**src/logic/tlb_consts.svh**
```systemverilog
// ################################################
// TLB constants
// Address widths, page offset width, table size
// and configuration data width
// ################################################

`ifndef TLB_CONSTS_SVH
`define TLB_CONSTS_SVH

// Input address space width
`define TLB_INP_ADDR_W 32

// Output address space width
`define TLB_OUP_ADDR_W 32

// 4 KiB pages
`define TLB_PAGE_OFS_W 12

// Number of translation table entries
`define TLB_NUM_ENTRIES 8

// Configuration port data width
`define TLB_CFG_DATA_W 32

`endif
```
**src/logic/tlb_pkg.sv**
```systemverilog
// ################################################
// TLB package
// Table entry, translation, pipeline payload and
// configuration port types
// ################################################

`include "tlb_consts.svh"

package tlb_pkg;

  // Page numbers in both address spaces
  typedef logic [`TLB_INP_ADDR_W-`TLB_PAGE_OFS_W-1:0] inp_page_t;
  typedef logic [`TLB_OUP_ADDR_W-`TLB_PAGE_OFS_W-1:0] oup_page_t;

  // Index into the table
  typedef logic [$clog2(`TLB_NUM_ENTRIES)-1:0] entry_idx_t;

  // Access permissions and valid bit of one entry
  typedef struct packed {
    logic writable;
    logic readable;
    logic valid;
  } flags_t;

  // One entry maps the inclusive range first..last onto base
  typedef struct packed {
    flags_t    flags;
    oup_page_t base;
    inp_page_t last;
    inp_page_t first;
  } entry_t;

  typedef struct packed {
    logic [`TLB_INP_ADDR_W-1:0] addr;
  } xlat_req_t;

  typedef struct packed {
    logic                       hit;
    logic [`TLB_OUP_ADDR_W-1:0] addr;
  } xlat_res_t;

  // Match stage to translate stage payload
  typedef struct packed {
    logic [`TLB_INP_ADDR_W-1:0] addr;
    logic                       hit;
    inp_page_t                  first;
    oup_page_t                  base;
  } match_t;

  typedef enum logic {
    CFG_OP_READ,
    CFG_OP_WRITE
  } cfg_op_e;

  typedef enum logic [1:0] {
    CFG_FIELD_FIRST,
    CFG_FIELD_LAST,
    CFG_FIELD_BASE,
    CFG_FIELD_FLAGS
  } cfg_field_e;

  typedef struct packed {
    cfg_op_e                    op;
    cfg_field_e                 field;
    entry_idx_t                 idx;
    logic [`TLB_CFG_DATA_W-1:0] wdata;
  } cfg_req_t;

  typedef struct packed {
    logic [`TLB_CFG_DATA_W-1:0] rdata;
  } cfg_rsp_t;

endpackage

```
**src/logic/tlb_top.sv**
```systemverilog
// ################################################
// TLB top level
// One shared table feeding a read and a write
// translation pipeline
// ################################################

`timescale 1ns/1ps

`include "tlb_consts.svh"

module tlb_top (
  input  logic               clk_i,
  input  logic               rst_n_i,
  // Configuration port
  input  tlb_pkg::cfg_req_t  cfg_req_i,
  input  logic               cfg_req_valid_i,
  output logic               cfg_req_ready_o,
  output tlb_pkg::cfg_rsp_t  cfg_rsp_o,
  output logic               cfg_rsp_valid_o,
  input  logic               cfg_rsp_ready_i,
  // Read channel
  input  tlb_pkg::xlat_req_t rd_req_i,
  input  logic               rd_req_valid_i,
  output logic               rd_req_ready_o,
  output tlb_pkg::xlat_res_t rd_res_o,
  output logic               rd_res_valid_o,
  input  logic               rd_res_ready_i,
  // Write channel
  input  tlb_pkg::xlat_req_t wr_req_i,
  input  logic               wr_req_valid_i,
  output logic               wr_req_ready_o,
  output tlb_pkg::xlat_res_t wr_res_o,
  output logic               wr_res_valid_o,
  input  logic               wr_res_ready_i
);

  import tlb_pkg::*;

  // Table contents seen by both channels
  entry_t [`TLB_NUM_ENTRIES-1:0] entries;

  // Stage to stage links
  match_t rd_match;
  logic   rd_match_valid;
  logic   rd_match_ready;
  match_t wr_match;
  logic   wr_match_valid;
  logic   wr_match_ready;

  tlb_entry_regs u_entry_regs (
    .clk_i           ( clk_i           ),
    .rst_n_i         ( rst_n_i         ),
    .cfg_req_i       ( cfg_req_i       ),
    .cfg_req_valid_i ( cfg_req_valid_i ),
    .cfg_req_ready_o ( cfg_req_ready_o ),
    .cfg_rsp_o       ( cfg_rsp_o       ),
    .cfg_rsp_valid_o ( cfg_rsp_valid_o ),
    .cfg_rsp_ready_i ( cfg_rsp_ready_i ),
    .entries_o       ( entries         )
  );

  // Read channel checks the readable flag
  tlb_match_stage #(
    .is_write_chan ( 1'b0 )
  ) u_rd_match (
    .clk_i         ( clk_i          ),
    .rst_n_i       ( rst_n_i        ),
    .entries_i     ( entries        ),
    .req_i         ( rd_req_i       ),
    .req_valid_i   ( rd_req_valid_i ),
    .req_ready_o   ( rd_req_ready_o ),
    .match_o       ( rd_match       ),
    .match_valid_o ( rd_match_valid ),
    .match_ready_i ( rd_match_ready )
  );

  tlb_xlat_stage u_rd_xlat (
    .clk_i         ( clk_i          ),
    .rst_n_i       ( rst_n_i        ),
    .match_i       ( rd_match       ),
    .match_valid_i ( rd_match_valid ),
    .match_ready_o ( rd_match_ready ),
    .res_o         ( rd_res_o       ),
    .res_valid_o   ( rd_res_valid_o ),
    .res_ready_i   ( rd_res_ready_i )
  );

  // Write channel checks the writable flag
  tlb_match_stage #(
    .is_write_chan ( 1'b1 )
  ) u_wr_match (
    .clk_i         ( clk_i          ),
    .rst_n_i       ( rst_n_i        ),
    .entries_i     ( entries        ),
    .req_i         ( wr_req_i       ),
    .req_valid_i   ( wr_req_valid_i ),
    .req_ready_o   ( wr_req_ready_o ),
    .match_o       ( wr_match       ),
    .match_valid_o ( wr_match_valid ),
    .match_ready_i ( wr_match_ready )
  );

  tlb_xlat_stage u_wr_xlat (
    .clk_i         ( clk_i          ),
    .rst_n_i       ( rst_n_i        ),
    .match_i       ( wr_match       ),
    .match_valid_i ( wr_match_valid ),
    .match_ready_o ( wr_match_ready ),
    .res_o         ( wr_res_o       ),
    .res_valid_o   ( wr_res_valid_o ),
    .res_ready_i   ( wr_res_ready_i )
  );

endmodule

```
**src/logic/tlb_xlat_stage.sv**
```systemverilog
// ################################################
// TLB translate stage
// Forms the output address from the snapshot and
// holds the result until it is taken
// ################################################

`timescale 1ns/1ps

`include "tlb_consts.svh"

module tlb_xlat_stage (
  input  logic               clk_i,
  input  logic               rst_n_i,
  input  tlb_pkg::match_t    match_i,
  input  logic               match_valid_i,
  output logic               match_ready_o,
  output tlb_pkg::xlat_res_t res_o,
  output logic               res_valid_o,
  input  logic               res_ready_i
);

  import tlb_pkg::*;

  inp_page_t page_dist;
  oup_page_t oup_page;
  xlat_res_t res_d;
  xlat_res_t res_q;
  logic      res_valid_q;
  logic      match_fire;

  // Distance of the page from the start of the range
  assign page_dist = match_i.addr[`TLB_INP_ADDR_W-1:`TLB_PAGE_OFS_W] - match_i.first;
  assign oup_page  = match_i.base + oup_page_t'(page_dist);

  // Miss gives zero address
  always_comb begin
    res_d.hit  = match_i.hit;
    res_d.addr = '0;
    if (match_i.hit) begin
      res_d.addr = {oup_page, match_i.addr[`TLB_PAGE_OFS_W-1:0]};
    end
  end

  // Same one-entry rule as the match stage
  assign match_ready_o = ~res_valid_q | res_ready_i;
  assign match_fire    = match_valid_i & match_ready_o;

  always_ff @(posedge clk_i or negedge rst_n_i) begin
    if (!rst_n_i) begin
      res_valid_q <= 1'b0;
    end else if (match_fire) begin
      res_valid_q <= 1'b1;
    end else if (res_ready_i) begin
      res_valid_q <= 1'b0;
    end
  end

  // Result stays stable under back-pressure
  always_ff @(posedge clk_i) begin
    if (match_fire) begin
      res_q <= res_d;
    end
  end

  assign res_o       = res_q;
  assign res_valid_o = res_valid_q;

endmodule

```
**src/logic/tlb_match_stage.sv**
```systemverilog
// ################################################
// TLB match stage
// Finds the lowest valid, permitted entry covering
// the request page and registers a snapshot of it
// ################################################

`timescale 1ns/1ps

`include "tlb_consts.svh"

module tlb_match_stage #(
  // Selects the writable flag instead of readable
  parameter bit is_write_chan = 1'b0
) (
  input  logic                                   clk_i,
  input  logic                                   rst_n_i,
  input  tlb_pkg::entry_t [`TLB_NUM_ENTRIES-1:0] entries_i,
  input  tlb_pkg::xlat_req_t                     req_i,
  input  logic                                   req_valid_i,
  output logic                                   req_ready_o,
  output tlb_pkg::match_t                        match_o,
  output logic                                   match_valid_o,
  input  logic                                   match_ready_i
);

  import tlb_pkg::*;

  inp_page_t                   req_page;
  logic [`TLB_NUM_ENTRIES-1:0] entry_hits;
  entry_idx_t                  match_idx;
  logic                        match_any;
  match_t                      match_d;
  match_t                      match_q;
  logic                        match_valid_q;
  logic                        req_fire;

  // Page number of the request
  assign req_page = req_i.addr[`TLB_INP_ADDR_W-1:`TLB_PAGE_OFS_W];

  // Range, valid and permission check per entry
  always_comb begin
    for (int i = 0; i < `TLB_NUM_ENTRIES; i++) begin
      entry_hits[i] = entries_i[i].flags.valid
          & (is_write_chan ? entries_i[i].flags.writable : entries_i[i].flags.readable)
          & (req_page >= entries_i[i].first)
          & (req_page <= entries_i[i].last);
    end
  end

  // Priority scan from the top down
  // so the lowest hitting index is written last
  always_comb begin
    match_idx = '0;
    match_any = 1'b0;
    for (int i = `TLB_NUM_ENTRIES - 1; i >= 0; i--) begin
      if (entry_hits[i]) begin
        match_idx = entry_idx_t'(i);
        match_any = 1'b1;
      end
    end
  end

  // Snapshot of the winning entry
  // Pages forced to zero on a miss
  always_comb begin
    match_d.addr  = req_i.addr;
    match_d.hit   = match_any;
    match_d.first = match_any ? entries_i[match_idx].first : '0;
    match_d.base  = match_any ? entries_i[match_idx].base : '0;
  end

  // Accept when empty or the next stage drains this one
  assign req_ready_o = ~match_valid_q | match_ready_i;
  assign req_fire    = req_valid_i & req_ready_o;

  always_ff @(posedge clk_i or negedge rst_n_i) begin
    if (!rst_n_i) begin
      match_valid_q <= 1'b0;
    end else if (req_fire) begin
      match_valid_q <= 1'b1;
    end else if (match_ready_i) begin
      match_valid_q <= 1'b0;
    end
  end

  // Payload held until the next transfer, later table writes don't reach it
  always_ff @(posedge clk_i) begin
    if (req_fire) begin
      match_q <= match_d;
    end
  end

  assign match_o       = match_q;
  assign match_valid_o = match_valid_q;

endmodule

```
**src/logic/tlb_entry_regs.sv**
```systemverilog
// ################################################
// TLB entry registers
// Translation table in flip-flops, filled and read
// back through a valid/ready configuration port
// ################################################

`timescale 1ns/1ps

`include "tlb_consts.svh"

module tlb_entry_regs (
  input  logic                                   clk_i,
  input  logic                                   rst_n_i,
  input  tlb_pkg::cfg_req_t                      cfg_req_i,
  input  logic                                   cfg_req_valid_i,
  output logic                                   cfg_req_ready_o,
  output tlb_pkg::cfg_rsp_t                      cfg_rsp_o,
  output logic                                   cfg_rsp_valid_o,
  input  logic                                   cfg_rsp_ready_i,
  output tlb_pkg::entry_t [`TLB_NUM_ENTRIES-1:0] entries_o
);

  import tlb_pkg::*;

  // Table storage
  entry_t [`TLB_NUM_ENTRIES-1:0] entries_q;

  // One-deep response buffer
  cfg_rsp_t rsp_q;
  logic     rsp_valid_q;

  logic                       req_fire;
  logic                       wr_en;
  logic [`TLB_CFG_DATA_W-1:0] rdata;

  // Accept when no response waits or it leaves this cycle
  assign cfg_req_ready_o = ~rsp_valid_q | cfg_rsp_ready_i;
  assign req_fire        = cfg_req_valid_i & cfg_req_ready_o;
  assign wr_en           = req_fire & (cfg_req_i.op == CFG_OP_WRITE);

  // Read-back mux, fields zero-extended
  // Writes answer with zero
  always_comb begin
    rdata = '0;
    if (cfg_req_i.op == CFG_OP_READ) begin
      case (cfg_req_i.field)
        CFG_FIELD_FIRST: rdata = `TLB_CFG_DATA_W'(entries_q[cfg_req_i.idx].first);
        CFG_FIELD_LAST:  rdata = `TLB_CFG_DATA_W'(entries_q[cfg_req_i.idx].last);
        CFG_FIELD_BASE:  rdata = `TLB_CFG_DATA_W'(entries_q[cfg_req_i.idx].base);
        CFG_FIELD_FLAGS: rdata = `TLB_CFG_DATA_W'(entries_q[cfg_req_i.idx].flags);
        default:         rdata = '0;
      endcase
    end
  end

  // Field update at the transfer edge
  // Only the low bits of wdata are kept
  always_ff @(posedge clk_i or negedge rst_n_i) begin
    if (!rst_n_i) begin
      // All entries start invalid
      entries_q <= '0;
    end else if (wr_en) begin
      case (cfg_req_i.field)
        CFG_FIELD_FIRST: begin
          entries_q[cfg_req_i.idx].first <= cfg_req_i.wdata[$bits(inp_page_t)-1:0];
        end
        CFG_FIELD_LAST: begin
          entries_q[cfg_req_i.idx].last <= cfg_req_i.wdata[$bits(inp_page_t)-1:0];
        end
        CFG_FIELD_BASE: begin
          entries_q[cfg_req_i.idx].base <= cfg_req_i.wdata[$bits(oup_page_t)-1:0];
        end
        CFG_FIELD_FLAGS: begin
          entries_q[cfg_req_i.idx].flags <= cfg_req_i.wdata[$bits(flags_t)-1:0];
        end
        default: begin
          entries_q <= entries_q;
        end
      endcase
    end
  end

  // Response valid, set by a request and cleared when taken
  always_ff @(posedge clk_i or negedge rst_n_i) begin
    if (!rst_n_i) begin
      rsp_valid_q <= 1'b0;
    end else if (req_fire) begin
      rsp_valid_q <= 1'b1;
    end else if (cfg_rsp_ready_i) begin
      rsp_valid_q <= 1'b0;
    end
  end

  // Response data, loaded with the request
  always_ff @(posedge clk_i) begin
    if (req_fire) begin
      rsp_q.rdata <= rdata;
    end
  end

  assign cfg_rsp_o       = rsp_q;
  assign cfg_rsp_valid_o = rsp_valid_q;
  assign entries_o       = entries_q;

endmodule

```
**config.mk**
```make
export PLATFORM = sky130hd
export DESIGN_NAME = tlb_top
export DESIGN_NICKNAME = d
export VERILOG_FILES = /design/src/logic/tlb_pkg.sv /design/src/logic/tlb_top.sv /design/src/logic/tlb_xlat_stage.sv /design/src/logic/tlb_match_stage.sv /design/src/logic/tlb_entry_regs.sv
export VERILOG_INCLUDE_DIRS = /design/src /design/src/logic
export SDC_FILE = /design/constraint.sdc
export NUM_CORES = 2
export LEC_CHECK = 0
export BUFFER_PORTS_ARGS = -buffer_cell sky130_fd_sc_hd__buf_4
export CAP_MARGIN = 20
export CELL_PAD_IN_SITES_DETAIL_PLACEMENT = 1
export CELL_PAD_IN_SITES_GLOBAL_PLACEMENT = 2
export CORE_MARGIN = 2
export CORE_UTILIZATION = 41
export CTS_CLUSTER_DIAMETER = 60
export DETAILED_ROUTE_END_ITERATION = 12
export PLACE_DENSITY_LB_ADDON = 0.15
export SYNTH_ARGS = -nofsm -noshare
export SYNTH_HDL_FRONTEND = slang
export SYNTH_SLANG_ARGS = --single-unit
export TNS_END_PERCENT = 1
```
**constraint.sdc**
```tcl
create_clock -name clk_i -period 4.6 [get_ports clk_i]
set_clock_uncertainty 0.1 [all_clocks]
set_input_delay 0 -clock clk_i [delete_from_list [all_inputs] [get_ports clk_i]]
set_output_delay 0 -clock clk_i [all_outputs]
set_load 0.05 [all_outputs]
```
==> impl_metrics.tcl <==
set metrics [dict create \
    die_area_um2 129000 \
    vias_per_cell 6.37 \
    synth_top_area_share_pct 24.6 \
    rr_worst_depth 20 \
    root_buffer "clkbuf_16" \
    area_growth_pct 20.8 \
    utilization_pct 49.9 \
    outcome "finished, final reports clean" \
    final_cells 7577 \
    layout_min_cycle_time_ns 4.58 \
    rows 130 \
    die_w_um 360 \
    cts_buffers 104 \
    finalHoldViolCount 0 \
    yosysSeqAreaShare_pct 38.0 \
    fin_nets 6657 \
    yosys-top-cells-area "dfrtp_1 25%, ha_1 16%, edfxtp_1 13%" \
    hp-class "input pin to flip-flop" \
    synthDistinctLibCells 93 \
    port_buffers 189 \
    synth-seq-cells 741 \
    p_total_mw 24.1 \
    finalMaxSlewViolations 0 \
    critPathCaptureType "flip-flop" \
    ys_warn_count 0 \
    dp_hpwl_um 188000 \
    die_y_um 360 \
    dr.first_iter.drc_count 4907 \
    stdcell_area_um2 62600 \
    worst_pin_slew_ns 1.11 \
    setup_violations 0 \
    seqPwrFrac_pct 34.7 \
    synth_most_common_cell "ha_1" \
    post_cts_buffers 0 \
    synth_top_cell_by_area "dfrtp_1" \
    ys_top_cells_by_count "680 x ha_1, 509 x dfrtp_1, 498 x nand2_1" \
    vias 48255 \
    first_pass_iters 7 \
    avgSynthCellArea_um2 9.75 \
    wire_per_inst_um 33.9 \
    cp.required_ns 4.99 \
    rsz0062_at_grt "no" \
    combinationalPowerShare_pct 29.6 \
    antenna_found_initial 14 \
    p_leak_nw 29.5 \
    period_share_pct 99.5 \
    power_frac_clock_pct 35.7 \
    grt_pass1_vias 49253 \
    async_reset_ff_share_pct 68.7 \
    syn-cell-area_um2 51800 \
    ys.flop_type "dfrtp_1" \
    ir_drop_uv 297 \
    relSlewSlack_pct 25.6 \
    io_pins 214 \
    grt-ovfl-total 0 \
    drc 0 \
    synthCells 5316 \
    worstPathArrival_ns 4.97 \
    start_util_pct 41.3 \
    placedInstanceArea_um2 57600 \
    synth_edf_count 232 \
    max_freq_mhz 219 \
    crit_fanout 10 \
    htree_levels 3 \
    holdPathStages 2 \
    clockBufferDepth 3 \
    power_switching_mw 8.85 \
    worstSkewPairLatency_ns 0.76 \
    cellPowerDensity_nw_per_um2 385 \
    ant_nets 0 \
    p_int_mw 15.3 \
    grt_max_degree 140 \
    grt_pass1_wl_um 361000 \
    wirelength_um 257000 \
    tritoncts_num_sinks 741 \
    cts_tree "done" \
    grt_use_total_pct 39.0 \
    cap_violations 0 \
    finalSetupTns_ns 0 \
    critPathLaunchType "flip-flop" \
    path_class "flip-flop to flip-flop" \
    place_congestion 0.979 \
    fp.coreArea_um2 126000 \
    clk_pin_slew_ns 0.06 \
    placed_cells 7241 \
    drive_gt1_share_pct 17.5 \
    p_sw_share_pct 36.7 \
]
## critical path: stages, from the launching register on
cell and delay [ns]:
dfrtp_1 0.37, inv_1 0.09, ha_1 0.31, nand4_1 0.26, nor2_1 0.23, a21boi_0 0.25
buf_4 0.16, a2111oi_4 0.05, buf_4 0.15, o31ai_2 0.37, a211oi_2 0.13, buf_4 0.17
buf_4 0.13, a311o_1 0.40, buf_4 0.18, a21o_1 0.20, nand2_2 0.12, buf_4 0.19
buf_4 0.13, a21oi_1 0.06, o221a_2 0.27
## per-stage QoR
| step | setup slack (ns) | hold slack, ns |
|---|---|---|
| after floorplan | 1.02 | -0.396 |
| after global placement | -0.385 | -0.0578 |
| after detailed placement | -0.417 | -0.0590 |
| after CTS | 0.0254 | 0.0300 |
| after global routing | 0.00889 | 0.0788 |
| final | 0.0246 | 0.0774 |
## worst paths after layout
kind,endpoint,slack [ns],start
worst max register to register,u_rd_match.match_o[36],0.02,flip-flop
worst min register to register,u_wr_xlat.res_valid_o,0.39,u_wr_match.match_valid_o
worst min-delay path,u_rd_match.match_o[58],0.08,rd_req_i[17]
max in group asynchronous,asynchronous set/reset pin,3.13,rst_n_i
worst max-delay path,u_rd_match.match_o[36],0.02,flip-flop
min in group asynchronous,asynchronous set/reset pin,0.43,rst_n_i
## cell families (layout without fill, tap and decap cells)
family | count (synthesis) | count (layout) | synth area share, %
buf+inv | 771 | 1364 | 5.93
simple gates | 1175 | 1175 | 10.8
xor+xnor | 30 | 30 | 0.507
other cells | 1 | 19 | 0.00723
mux | 394 | 394 | 8.62
flops | 741 | 741 | 38.0
fa+ha+maj | 718 | 718 | 17.9
compound gates | 1486 | 1486 | 18.3
## cell usage in the layout, fill, tap and decap left out, types with 18 or more instances in the layout
cell type,n
a21oi_1,294
buf_12,45
dlygate4sd3_1,131
nand4_1,98
a211o_1,18
xnor2_1,21
a311oi_1,18
a31oi_1,21
a222oi_1,22
o211ai_1,38
ha_1,680
nand2b_1,25
a221oi_1,45
edfxtp_1,232
nand2_1,498
a211oi_1,37
nor2_1,163
and2_1,59
o21ai_0,455
dfrtp_1,509
inv_1,485
nor2b_1,43
buf_4,503
mux2_2,203
o22ai_1,132
a21o_1,83
mux4_2,19
and4_1,20
nand3_1,98
o21bai_1,19
nor3_1,44
mux2i_1,153
nor2_2,24
o221ai_1,23
clkinv_2,21
clkbuf_16,106
a22oi_1,140
fa_1,38
## power by group through the flow
stage / Clock (mW) / Combinational, mW / Sequential [mW]
CTS: 8.69 / 7.01 / 8.33
global placement: 0 / 6.62 / 8.42
floorplan: 0 / 3.69 / 8.44
finish: 8.62 / 7.14 / 8.36
detailed placement: 0 / 6.85 / 8.45
global route: 8.95 / 7.70 / 8.43
## metal layers
layer	GRT usage, %	vias up	share of wire [%]
met5	0	-	0
met4	27.5	0	8.5
met3	6.83	790	8.2
met2	61.4	2442	45
met1	48.5	24457	39
li1	-	20566	-
## area by class of cell
cell class                 count  area, um2
sequential                   741      19700
antenna                        7       17.5
timing repair buffer         682       6050
clock inverter                77        880
inverter                     485       1820
fill                       13920      63000
clock buffer                 120       2780
tap                         1650       2060
multi-input combinational   3815      29300
## what timing repair did
action	in CTS	in global routing
pin swaps	0	2
hold buffers	132	0
endpoints found under the hold margin	1160	0
endpoints found under the setup margin	41	64
resized for setup	3	8
No activity file was read; power rests on OpenSTA's default activity.
